File: config.mk
export PLATFORM = sky130hd
export DESIGN_NAME = exec_core
export DESIGN_NICKNAME = d
export VERILOG_FILES = /design/src/alu_pkg.sv /design/src/riscv_isa_pkg.sv /design/src/exec_core.sv /design/src/exec_unit.sv /design/src/alu.sv /design/src/csr_file.sv /design/src/gpr_file.sv /design/src/inst_decode.sv
export SDC_FILE = /design/constraint.sdc
export NUM_CORES = 2
export LEC_CHECK = 0
export BUFFER_PORTS_ARGS = -buffer_cell sky130_fd_sc_hd__buf_2
export CORE_ASPECT_RATIO = 0.8
export CORE_MARGIN = 4
export CORE_UTILIZATION = 55
export DETAILED_ROUTE_END_ITERATION = 6
export PLACE_DENSITY = 0.72
export SLEW_MARGIN = 20
export SYNTH_ARGS = -nofsm -noshare
export SYNTH_HDL_FRONTEND = slang
export SYNTH_HIERARCHICAL = 1
export SYNTH_SLANG_ARGS = --single-unit
export TNS_END_PERCENT = 1
File: constraint.sdc
create_clock -name clk -period 9.2 [get_ports clk]
set_input_delay 0.92 -clock clk [delete_from_list [all_inputs] [get_ports clk]]
set_output_delay 0.92 -clock clk [all_outputs]
set_load 0.005 [all_outputs]
File: src/alu_pkg.sv
`default_nettype none

package alu_pkg;

  // same encoding as funct3 of op / op-imm, so reg ops pass funct3 straight in
  typedef enum logic [2:0] {
    alu_add = 3'b000, // sub with funcs
    alu_shl = 3'b001,
    alu_lts = 3'b010,
    alu_ltu = 3'b011,
    alu_xor = 3'b100,
    alu_shr = 3'b101, // sra with funcs
    alu_or  = 3'b110,
    alu_and = 3'b111  // and-not with funcs
  } alu_op_e;

endpackage

`default_nettype wire

File: src/riscv_isa_pkg.sv
`default_nettype none

package riscv_isa_pkg;

  // major opcode, inst[6:2]
  typedef enum logic [4:0] {
    op_load   = 5'b00000,
    op_calri  = 5'b00100,
    op_auipc  = 5'b00101,
    op_store  = 5'b01000,
    op_calrr  = 5'b01100,
    op_lui    = 5'b01101,
    op_branch = 5'b11000,
    op_jalr   = 5'b11001,
    op_jal    = 5'b11011,
    op_sys    = 5'b11100
  } opcode_e;

  localparam logic [2:0] br_beq  = 3'b000;
  localparam logic [2:0] br_bne  = 3'b001;
  localparam logic [2:0] br_blt  = 3'b100;
  localparam logic [2:0] br_bge  = 3'b101;
  localparam logic [2:0] br_bltu = 3'b110;
  localparam logic [2:0] br_bgeu = 3'b111;

  localparam logic [2:0] csrf_rw  = 3'b001;
  localparam logic [2:0] csrf_rs  = 3'b010;
  localparam logic [2:0] csrf_rc  = 3'b011;
  localparam logic [2:0] csrf_rwi = 3'b101; // zimm forms
  localparam logic [2:0] csrf_rsi = 3'b110;
  localparam logic [2:0] csrf_rci = 3'b111;

  // imm field of sys instructions with funct3 = 0
  localparam logic [11:0] funct12_ecall = 12'h000;
  localparam logic [11:0] funct12_mret  = 12'h302;

  localparam logic [11:0] csr_mtvec    = 12'h305;
  localparam logic [11:0] csr_mscratch = 12'h340;
  localparam logic [11:0] csr_mepc     = 12'h341;
  localparam logic [11:0] csr_mcause   = 12'h342;

  localparam logic [31:0] mcause_ecall_m = 32'd11; // environment call from m-mode

  typedef struct packed {
    logic [6:0] funct7;
    logic [4:0] rs2;
    logic [4:0] rs1;
    logic [2:0] funct3;
    logic [4:0] rd;
    opcode_e    opcode;
    logic [1:0] quad;
  } r_fmt_t;

  typedef struct packed {
    logic [11:0] imm_11_0;
    logic [4:0]  rs1;
    logic [2:0]  funct3;
    logic [4:0]  rd;
    opcode_e     opcode;
    logic [1:0]  quad;
  } i_fmt_t;

  typedef struct packed {
    logic [6:0] imm_11_5;
    logic [4:0] rs2;
    logic [4:0] rs1;
    logic [2:0] funct3;
    logic [4:0] imm_4_0;
    opcode_e    opcode;
    logic [1:0] quad;
  } s_fmt_t;

  typedef struct packed {
    logic       imm_12;
    logic [5:0] imm_10_5;
    logic [4:0] rs2;
    logic [4:0] rs1;
    logic [2:0] funct3;
    logic [3:0] imm_4_1;
    logic       imm_11;
    opcode_e    opcode;
    logic [1:0] quad;
  } b_fmt_t;

  typedef struct packed {
    logic [19:0] imm_31_12;
    logic [4:0]  rd;
    opcode_e     opcode;
    logic [1:0]  quad;
  } u_fmt_t;

  typedef struct packed {
    logic       imm_20;
    logic [9:0] imm_10_1;
    logic       imm_11;
    logic [7:0] imm_19_12;
    logic [4:0] rd;
    opcode_e    opcode;
    logic [1:0] quad;
  } j_fmt_t;

  // one instruction word, seen through each encoding format
  typedef union packed {
    r_fmt_t r_fmt;
    i_fmt_t i_fmt;
    s_fmt_t s_fmt;
    b_fmt_t b_fmt;
    u_fmt_t u_fmt;
    j_fmt_t j_fmt;
  } inst_u;

endpackage

`default_nettype wire
File: src/exec_core.sv
`timescale 1ns/100ps
`default_nettype none

module exec_core import riscv_isa_pkg::*, alu_pkg::*; #(
  parameter logic [31:0] mtvec_reset = 32'h8000_0000
) (
  input  logic        clk,
  input  logic        reset,
  input  logic        in_valid,
  output logic        in_ready,
  input  inst_u       inst,
  input  logic [31:0] pc,

  output logic        commit_valid,
  input  logic        commit_ready,
  output logic [31:0] commit_pc,
  output logic [4:0]  commit_rd,
  output logic        commit_wen,
  output logic [31:0] commit_wdata,
  output logic [31:0] commit_next_pc,
  output logic [31:0] commit_mem_addr,
  output logic [31:0] commit_store_data,
  output logic        commit_is_load,
  output logic        commit_is_store
);

  logic [4:0]  gpr_raddr1, gpr_raddr2, gpr_waddr, rd;
  logic [31:0] gpr_rdata1, gpr_rdata2, gpr_wdata;
  logic        gpr_we;
  logic [11:0] csr_raddr, csr_waddr;
  logic [31:0] csr_rdata, csr_wdata, trap_pc;
  logic        csr_we, trap;
  logic [31:0] alu_a, alu_b, alu_result;
  alu_op_e     alu_funct;
  logic        alu_funcs;
  opcode_e     opcode;
  logic [2:0]  funct;
  logic [31:0] src1, src2, imm, csr;
  logic        dec_valid, dec_ready;

  inst_decode u_decode (
    .in_valid, .in_ready, .inst, .pc,
    .gpr_raddr1, .gpr_rdata1, .gpr_raddr2, .gpr_rdata2,
    .csr_raddr, .csr_rdata,
    .alu_a, .alu_b, .alu_funct, .alu_funcs,
    .opcode, .funct, .rd, .src1, .src2, .imm, .csr,
    .out_valid (dec_valid),
    .out_ready (dec_ready)
  );

  gpr_file u_gpr (
    .clk, .reset,
    .raddr1 (gpr_raddr1), .rdata1 (gpr_rdata1),
    .raddr2 (gpr_raddr2), .rdata2 (gpr_rdata2),
    .we (gpr_we), .waddr (gpr_waddr), .wdata (gpr_wdata)
  );

  csr_file #(.mtvec_reset(mtvec_reset)) u_csr (
    .clk, .reset,
    .raddr (csr_raddr), .rdata (csr_rdata),
    .we (csr_we), .waddr (csr_waddr), .wdata (csr_wdata),
    .trap, .trap_pc
  );

  alu u_alu (
    .a (alu_a), .b (alu_b), .funct (alu_funct), .funcs (alu_funcs), .result (alu_result)
  );

  exec_unit u_exec (
    .clk, .reset,
    .in_valid (dec_valid), .in_ready (dec_ready),
    .pc, .opcode, .funct, .rd, .src1, .src2, .imm, .csr, .alu_result,
    .gpr_we, .gpr_waddr, .gpr_wdata,
    .csr_we, .csr_waddr, .csr_wdata, .trap, .trap_pc,
    .commit_valid, .commit_ready, .commit_pc, .commit_rd, .commit_wen, .commit_wdata,
    .commit_next_pc, .commit_mem_addr, .commit_store_data,
    .commit_is_load, .commit_is_store
  );

endmodule

`default_nettype wire

File: src/exec_unit.sv
`timescale 1ns/100ps
`default_nettype none

module exec_unit import riscv_isa_pkg::*; (
  input  logic        clk,
  input  logic        reset,
  input  logic        in_valid,
  output logic        in_ready,
  input  logic [31:0] pc,
  input  opcode_e     opcode,
  input  logic [2:0]  funct,
  input  logic [4:0]  rd,
  input  logic [31:0] src1,
  input  logic [31:0] src2,
  input  logic [31:0] imm,
  input  logic [31:0] csr,
  input  logic [31:0] alu_result,

  output logic        gpr_we,
  output logic [4:0]  gpr_waddr,
  output logic [31:0] gpr_wdata,
  output logic        csr_we,
  output logic [11:0] csr_waddr,
  output logic [31:0] csr_wdata,
  output logic        trap,
  output logic [31:0] trap_pc,

  output logic        commit_valid,
  input  logic        commit_ready,
  output logic [31:0] commit_pc,
  output logic [4:0]  commit_rd,
  output logic        commit_wen,
  output logic [31:0] commit_wdata,
  output logic [31:0] commit_next_pc,
  output logic [31:0] commit_mem_addr,
  output logic [31:0] commit_store_data,
  output logic        commit_is_load,
  output logic        commit_is_store
);

  logic        accept;
  logic        is_sys_priv, is_ecall, is_mret, is_csr;
  logic        taken, writes_rd;
  logic [31:0] pc_plus4, next_pc;

  assign in_ready = !commit_valid || commit_ready;
  assign accept   = in_valid && in_ready;

  assign is_sys_priv = (opcode == op_sys) && (funct == 3'b000);
  assign is_ecall    = is_sys_priv && (imm[11:0] == funct12_ecall);
  assign is_mret     = is_sys_priv && (imm[11:0] == funct12_mret);
  assign is_csr      = (opcode == op_sys) && (funct != 3'b000);

  always_comb begin
    case (funct)
      br_beq:           taken = (alu_result == 32'b0);
      br_bne:           taken = (alu_result != 32'b0);
      br_blt, br_bltu:  taken = alu_result[0];
      br_bge, br_bgeu:  taken = !alu_result[0];
      default:          taken = 1'b0;
    endcase
  end

  assign pc_plus4 = pc + 32'd4;

  always_comb begin
    next_pc = pc_plus4;
    case (opcode)
      op_jal:    next_pc = pc + imm;
      op_jalr:   next_pc = (src1 + imm) & ~32'd1;
      op_branch: next_pc = taken ? (pc + imm) : pc_plus4;
      op_sys:    next_pc = (is_ecall || is_mret) ? csr : pc_plus4; // mtvec or mepc
      default:   ;
    endcase
  end

  assign writes_rd = (opcode == op_lui) || (opcode == op_auipc) || (opcode == op_jal) ||
                     (opcode == op_jalr) || (opcode == op_calri) ||
                     (opcode == op_calrr) || is_csr;

  assign gpr_we    = accept && writes_rd;
  assign gpr_waddr = rd;
  // csr ops return the old value, jumps get pc+4 from the alu
  assign gpr_wdata = is_csr ? csr : alu_result;

  // set / clear with a zero source leave the csr unchanged, so no write
  assign csr_we    = accept && is_csr && ((funct[1:0] == 2'b01) || (alu_result != csr));
  assign csr_waddr = imm[11:0];
  assign csr_wdata = alu_result;
  assign trap      = accept && is_ecall;
  assign trap_pc   = pc;

  always_ff @(posedge clk) begin
    if (reset) begin
      commit_valid <= 1'b0;
    end else if (accept) begin
      commit_valid <= 1'b1;
    end else if (commit_ready) begin
      commit_valid <= 1'b0;
    end
  end

  always_ff @(posedge clk) begin
    if (accept) begin
      commit_pc         <= pc;
      commit_rd         <= rd;
      commit_wen        <= writes_rd;
      commit_wdata      <= gpr_wdata;
      commit_next_pc    <= next_pc;
      commit_mem_addr   <= alu_result; // src1 + offset
      commit_store_data <= src2;
      commit_is_load    <= (opcode == op_load);
      commit_is_store   <= (opcode == op_store);
    end
  end

  a_commit_hold: assert property (@(posedge clk) disable iff (reset)
    (commit_valid && !commit_ready) |=> commit_valid && $stable(commit_pc) &&
      $stable(commit_rd) && $stable(commit_wen) && $stable(commit_wdata) &&
      $stable(commit_next_pc) && $stable(commit_mem_addr) &&
      $stable(commit_store_data) && $stable(commit_is_load) && $stable(commit_is_store));

endmodule

`default_nettype wire

File: src/alu.sv
`timescale 1ns/100ps
`default_nettype none

module alu import alu_pkg::*; (
  input  logic [31:0] a,
  input  logic [31:0] b,
  input  alu_op_e     funct,
  input  logic        funcs,
  output logic [31:0] result
);

  logic [4:0]  shamt;
  logic [31:0] sra_res;

  assign shamt   = b[4:0];
  assign sra_res = $signed(a) >>> shamt; // kept apart so the shift stays signed

  always_comb begin
    case (funct)
      alu_add: result = funcs ? (a - b) : (a + b);
      alu_shl: result = a << shamt;
      alu_lts: result = {31'b0, $signed(a) < $signed(b)};
      alu_ltu: result = {31'b0, a < b};
      alu_xor: result = a ^ b;
      alu_shr: result = funcs ? sra_res : (a >> shamt);
      alu_or:  result = a | b;
      alu_and: result = funcs ? (a & ~b) : (a & b); // clear form for csrrc
      default: result = 32'b0;
    endcase
  end

endmodule

`default_nettype wire

File: src/csr_file.sv
`timescale 1ns/100ps
`default_nettype none

module csr_file import riscv_isa_pkg::*; #(
  parameter logic [31:0] mtvec_reset = 32'h0000_0100
) (
  input  logic        clk,
  input  logic        reset,
  input  logic [11:0] raddr,
  output logic [31:0] rdata,
  input  logic        we,
  input  logic [11:0] waddr,
  input  logic [31:0] wdata,
  input  logic        trap,
  input  logic [31:0] trap_pc
);

  logic [31:0] mtvec, mepc, mcause, mscratch;

  always_comb begin
    case (raddr)
      csr_mtvec:    rdata = mtvec;
      csr_mepc:     rdata = mepc;
      csr_mcause:   rdata = mcause;
      csr_mscratch: rdata = mscratch;
      default:      rdata = 32'b0; // unimplemented
    endcase
  end

  always_ff @(posedge clk) begin
    if (reset) begin
      mtvec    <= mtvec_reset;
      mepc     <= 32'b0;
      mcause   <= 32'b0;
      mscratch <= 32'b0;
    end else if (trap) begin
      mepc   <= trap_pc;
      mcause <= mcause_ecall_m; // ecall is the only trap source
    end else if (we) begin
      case (waddr)
        csr_mtvec:    mtvec    <= wdata;
        csr_mepc:     mepc     <= wdata;
        csr_mcause:   mcause   <= wdata;
        csr_mscratch: mscratch <= wdata;
        default:      ; // writes to unknown csrs dropped
      endcase
    end
  end

  // execute unit must never request a trap and a csr write on one edge
  a_trap_we_excl: assert property (@(posedge clk) disable iff (reset) !(trap && we));

endmodule

`default_nettype wire

File: src/gpr_file.sv
`timescale 1ns/100ps
`default_nettype none

module gpr_file (
  input  logic        clk,
  input  logic        reset,
  input  logic [4:0]  raddr1,
  output logic [31:0] rdata1,
  input  logic [4:0]  raddr2,
  output logic [31:0] rdata2,
  input  logic        we,
  input  logic [4:0]  waddr,
  input  logic [31:0] wdata
);

  logic [31:0] regs [32];

  always_ff @(posedge clk) begin
    if (reset) begin
      for (int i = 0; i < 32; i++) begin
        regs[i] <= 32'b0;
      end
    end else if (we && (waddr != 5'd0)) begin // x0 writes vanish
      regs[waddr] <= wdata;
    end
  end

  assign rdata1 = regs[raddr1];
  assign rdata2 = regs[raddr2];

  // holds across any sequence of writes, x0 included
  a_x0_zero: assert property (@(posedge clk) disable iff (reset)
    ((raddr1 == 5'd0) |-> (rdata1 == 32'b0)) and
    ((raddr2 == 5'd0) |-> (rdata2 == 32'b0)));

endmodule

`default_nettype wire

File: src/inst_decode.sv
`timescale 1ns/100ps
`default_nettype none

module inst_decode import riscv_isa_pkg::*, alu_pkg::*; (
  input  logic        in_valid,
  output logic        in_ready,
  input  inst_u       inst,
  input  logic [31:0] pc,

  output logic [4:0]  gpr_raddr1,
  input  logic [31:0] gpr_rdata1,
  output logic [4:0]  gpr_raddr2,
  input  logic [31:0] gpr_rdata2,

  output logic [11:0] csr_raddr,
  input  logic [31:0] csr_rdata,

  output logic [31:0] alu_a,
  output logic [31:0] alu_b,
  output alu_op_e     alu_funct,
  output logic        alu_funcs,

  output opcode_e     opcode,
  output logic [2:0]  funct,
  output logic [4:0]  rd,
  output logic [31:0] src1,
  output logic [31:0] src2,
  output logic [31:0] imm,
  output logic [31:0] csr,
  output logic        out_valid,
  input  logic        out_ready
);

  logic [31:0] imm_i, imm_s, imm_b, imm_u, imm_j;
  logic [31:0] zimm;
  logic [31:0] sys_a;
  alu_op_e     br_funct;
  alu_op_e     sys_funct;
  logic        funcs_en;

  // pure combinational stage, handshake passes through
  assign out_valid = in_valid;
  assign in_ready  = out_ready;

  assign opcode = inst.r_fmt.opcode;
  assign funct  = inst.r_fmt.funct3;
  assign rd     = inst.r_fmt.rd;

  assign gpr_raddr1 = inst.r_fmt.rs1;
  assign gpr_raddr2 = inst.r_fmt.rs2;
  assign src1       = gpr_rdata1;
  assign src2       = gpr_rdata2;

  assign imm_i = {{20{inst.i_fmt.imm_11_0[11]}}, inst.i_fmt.imm_11_0};
  assign imm_s = {{20{inst.s_fmt.imm_11_5[6]}}, inst.s_fmt.imm_11_5, inst.s_fmt.imm_4_0};
  assign imm_b = {{19{inst.b_fmt.imm_12}}, inst.b_fmt.imm_12, inst.b_fmt.imm_11,
                  inst.b_fmt.imm_10_5, inst.b_fmt.imm_4_1, 1'b0};
  assign imm_u = {inst.u_fmt.imm_31_12, 12'b0};
  assign imm_j = {{11{inst.j_fmt.imm_20}}, inst.j_fmt.imm_20, inst.j_fmt.imm_19_12,
                  inst.j_fmt.imm_11, inst.j_fmt.imm_10_1, 1'b0};

  always_comb begin
    case (opcode)
      op_calri, op_load, op_jalr, op_sys: imm = imm_i; // sys carries the csr number here
      op_store:                           imm = imm_s;
      op_branch:                          imm = imm_b;
      op_lui, op_auipc:                   imm = imm_u;
      op_jal:                             imm = imm_j;
      default:                            imm = 32'b0;
    endcase
  end

  // ecall fetches the trap vector, mret the return pc
  assign zimm = {27'b0, inst.r_fmt.rs1};
  assign csr_raddr = (funct != 3'b000) ? inst.i_fmt.imm_11_0 :
                     (inst.i_fmt.imm_11_0 == funct12_ecall) ? csr_mtvec : csr_mepc;
  assign csr = csr_rdata;

  always_comb begin
    case (funct)
      3'b000:            sys_a = pc; // ecall / mret, pc passes through xor 0
      csrf_rw, csrf_rwi: sys_a = 32'b0;
      default:           sys_a = csr;
    endcase
  end

  always_comb begin
    case (opcode)
      op_load, op_store, op_calri, op_calrr, op_branch: alu_a = src1;
      op_auipc, op_jal, op_jalr:                        alu_a = pc;
      op_sys:                                           alu_a = sys_a;
      default:                                          alu_a = 32'b0; // lui
    endcase
  end

  always_comb begin
    case (opcode)
      op_calrr, op_branch:                         alu_b = src2;
      op_lui, op_auipc, op_load, op_store, op_calri: alu_b = imm;
      op_sys:                                      alu_b = funct[2] ? zimm : src1;
      default:                                     alu_b = 32'd4; // link value pc+4
    endcase
  end

  always_comb begin
    case (funct)
      br_blt, br_bge:   br_funct = alu_lts;
      br_bltu, br_bgeu: br_funct = alu_ltu;
      default:          br_funct = alu_xor; // beq / bne test for zero
    endcase
  end

  always_comb begin
    case (funct)
      csrf_rs, csrf_rsi: sys_funct = alu_or;
      csrf_rc, csrf_rci: sys_funct = alu_and; // inverted b via funcs
      default:           sys_funct = alu_xor; // write forms and ecall
    endcase
  end

  always_comb begin
    case (opcode)
      op_calri, op_calrr: alu_funct = alu_op_e'(funct);
      op_branch:          alu_funct = br_funct;
      op_sys:             alu_funct = sys_funct;
      default:            alu_funct = alu_add;
    endcase
  end

  // only srai among the immediate ops uses bit 30
  assign funcs_en = (opcode == op_calrr) ||
                    ((opcode == op_calri) && (funct == 3'(alu_shr)));
  assign alu_funcs = (inst.r_fmt.funct7[5] && funcs_en) ||
                     ((opcode == op_sys) && (funct[1:0] == 2'b11));

endmodule

`default_nettype wire

==> results.py <==
metrics = {
    "power_and_ir_drop": {
        "switching_share_pct": 30.92,
        "p_leak_nw": 39.63,
        "p_switching_w": 0.004926,
        "peakVddDrop_v": 0.0002127,
        "internal_power_w": 0.01100,
        "clkPwrFrac_pct": 34.7,
        "power_frac_comb_pct": 21.9,
        "p_seq_share_pct": 43.4,
        "p_per_area_nw_per_um2": 165.0,
    },
    "clocking": {
        "cts_tree": "done",
        "cts_buffer_depth": 3,
        "cts_sinks": 1321,
        "ctsHoldBuffers": 0,
        "clkLatencyLatePin_ps": 810,
        "postCtsSetupBuffers": 0,
        "clkTransAtPathRegs_ps": 60,
        "cts-root-buf": "clkbuf_16",
        "cts_max_level": 4,
        "post_cts_resized": 0,
        "cts_buffers": 135,
    },
    "setup_path": {
        "worstPathRequired_ps": 9760,
        "endpoint_kind": "flop",
        "cp-start-kind": "input pin",
        "critPathTopFamily": "compound AO/OA/AOI/OAI gates",
        "worstSetupPathType": "input pin to flop",
        "slowest_stage": "nor4_1",
        "critical_path_arrival_ps": 9510,
        "cpPeakStageDelay_ps": 690,
        "crit_buf_inv": 14,
        "cpMostUsedCell": "buf_4",
        "critPathMaxFanout": 7,
    },
    "yosys": {
        "yosys.area_share.simple_pct": 16.07,
        "yosys-top-cells-count": "1192 x edfxtp_1, 1121 x mux2i_1, 1037 x and2_1, 633 x nand2_1, 492 x a21oi_1",
        "synthCells": 8143,
        "synth-seq-cells": 1321,
        "synth-compound-area-share_pct": 13.67,
        "synth_top_area_share_pct": 42.14,
        "yosysSeqAreaShare_pct": 45.18,
        "synth_xor_area_share_pct": 1.815,
        "synthesis.area_sq_um": 84950,
        "synth_mux_area_share_pct": 14.59,
        "ys_async_sr_fraction_pct": 0,
        "synthAdderAreaFrac_pct": 2.421,
        "synth.area.top_cells": "edfxtp_1 42%, mux2i_1 13%, and2_1 7.6%",
        "synth_edf_count": 1192,
        "synth_warnings": 6,
        "synthDistinctLibCells": 118,
        "synth_ff_type": "edfxtp_1",
        "synth_top_family_by_area": "simple AND/OR/NAND/NOR gates",
        "syn_avg_cell_area_sq_um": 10.43,
        "synth.most_common_cell": "edfxtp_1",
        "synth.largest_area_cell": "edfxtp_1",
    },
    "route": {
        "vias": 73320,
        "wl_microns": 364000,
        "wl_per_cell_microns": 33.90,
        "dr.pass1.iters": 7,
        "drt-initial-drc-count": 12850,
        "drc_errors": 5,
        "ant_nets": 0,
        "vias_per_cell": 6.830,
    },
    "status": {
        "violations": "DRC",
        "status": "complete, but fails checks",
    },
    "finish": {
        "nFillCells": 12240,
        "fin_nets": 8831,
        "area_growth_pct": 13.61,
        "drive_gt1_share_pct": 18.39,
        "fin_util_pct": 63.17,
        "stdcell_area_sq_um": 96510,
    },
    "sta": {
        "period_share_pct": 97.26,
        "rsz0062_at_grt": "false",
        "max_freq_mhz": 111.8,
        "worstMarginPinSlew_ps": 1238,
        "max_slew_margin_pct": 16.61,
        "layout_min_cycle_time_ps": 8948,
        "fin_worst_skew_ps": 42.68,
        "maxSlewViolCount": 0,
        "setup_viol": 0,
        "hold_viol": 0,
        "hold-worst-slack_ps": 363.0,
        "finalWorstSetupSlack_ps": 252.1,
    },
    "global_route": {
        "use_met2_pct": 59.07,
        "grt_overflow": 0,
        "grt_use_met1_pct": 63.26,
        "top_usage_layer": "met1",
        "antenna_found_initial": 27,
        "grt_max_degree": 110,
        "grtUsageMet3_pct": 14.89,
        "grt_use_total_pct": 43.86,
        "grt_pass1_wl_microns": 508100,
        "grt_pass1_vias": 68710,
    },
    "placement": {
        "io_buffers": 235,
        "dp_hpwl_microns": 256900,
        "place_area_sq_um": 92130,
        "dp_slack_ps": -20.16,
        "routabilityCongestion": 1.072,
    },
    "floorplanning": {
        "die_x_microns": 447.4,
        "io_pins": 238,
        "num_rows": 128,
        "core_area_sq_um": 152800,
        "die_h_microns": 359.5,
        "die_area_sq_um": 160800,
        "start_util_pct": 55.60,
    },
    "worst_hold_path": {
        "hp-class": "input pin to flop",
    },
    "run": {
        "drv_cap": 0,
    },
}
-- path summary, 6_finish.rpt --
kind	startpoint	to	slack (ps)	cells after the start
max	inst[17]	u_exec/commit_next_pc[9]	250	42
min reg2reg	u_csr/mscratch[21]	u_csr/mscratch[21]	450	2
min	in_valid	u_exec/commit_valid	360	3
max reg2reg	u_gpr/regs[0][0]	u_exec/commit_next_pc[9]	550	40
-- final cells by class --
| cell class | count | area (sq um) | share of cell area [%] |
|---|---|---|---|
| Tap cell | 2015 | 2521 | 2.612 |
| Clock buffer | 173 | 3612 | 3.743 |
| Antenna cell | 14 | 35.03 | 0.03630 |
| Clock inverter | 69 | 734.5 | 0.7610 |
| Multi-Input combinational cell | 5825 | 41590 | 43.10 |
| Timing Repair Buffer | 1172 | 9084 | 9.412 |
| Inverter | 146 | 555.5 | 0.5756 |
| Sequential cell | 1321 | 38380 | 39.76 |
-- flip-flops by register name, indices dropped and copies added (netlist names), 5 cells and up --
register,cells
u_csr/mcause,32
u_exec/commit_next_pc,32
u_exec/commit_wdata,32
u_exec/commit_mem_addr,32
u_csr/mepc,32
u_csr/mscratch,32
u_exec/commit_pc,32
u_exec/commit_store_data,32
u_exec/commit_rd,5
u_csr/mtvec,32
u_gpr/regs,1024
-- kinds of logic (layout without fill, tap and decap cells) --
logic type / Yosys count / count (layout)
buffers and inverters: 1028 / 1560
other: 1 / 46
XOR/XNOR: 176 / 176
AO/OA/AOI/OAI: 1694 / 1694
adder cells (fa/ha/maj): 162 / 162
flip-flops: 1321 / 1321
AND/OR/NAND/NOR: 2567 / 2567
multiplexers: 1194 / 1194
-- worst min-delay path, cell delays in order --
cell     delay (ps)
buf_2           110
inv_1            40
a21oi_1          50
-- stage by stage --
step                      instances  TNS (ps)  power [W]
final                         10740         0    0.01593
after global routing          10720         0    0.01632
after CTS                     10720         0    0.01579
after detailed placement      10480    -20.16    0.01036
after global placement        10480    -30.15    0.01032
after floorplan                8174         0   0.008793
-- placed cells by master, fill, tap and decap left out, types with 34 or more instances in the layout --
master / netlist / routed
nor2_1: 234 / 210
nand2_1: 633 / 633
a21o_1: 54 / 54
o211ai_1: 37 / 37
xnor2_1: 90 / 90
a21oi_1: 492 / 491
xor2_1: 86 / 86
o21ai_0: 195 / 188
mux2i_1: 1121 / 1121
and2_1: 1037 / 1035
buf_4: 273 / 870
ha_1: 158 / 158
buf_2: 171 / 232
o221ai_1: 39 / 39
nor3_1: 116 / 113
dfxtp_1: 129 / 129
a22oi_1: 284 / 284
nor2b_1: 43 / 36
o22ai_1: 48 / 48
nand3_1: 252 / 250
nand2b_1: 38 / 34
a22o_1: 177 / 177
mux2_2: 41 / 41
edfxtp_1: 1192 / 1192
or2_2: 43 / 43
buf_12: 0 / 68
clkbuf_16: 0 / 138
inv_1: 141 / 138
a31oi_1: 83 / 83
a221o_1: 39 / 37
-- routing by layer --
metal	part of all wire [%]	vias to the layer above
met2	39	6151
met3	15	1007
met4	5.6	4
met5	0.0058	-
li1	-	30620
met1	40	35540
-- power by group through the flow --
stage                     Sequential [W]  Clock (W)  Combinational, W
after global placement           0.00701          0           0.00330
after detailed placement         0.00703          0           0.00333
after CTS                        0.00691    0.00554           0.00334
after floorplan                  0.00701          0           0.00178
final                            0.00691    0.00552           0.00349
after global routing             0.00693    0.00581           0.00358
No activity file was read; power rests on OpenSTA's default activity.
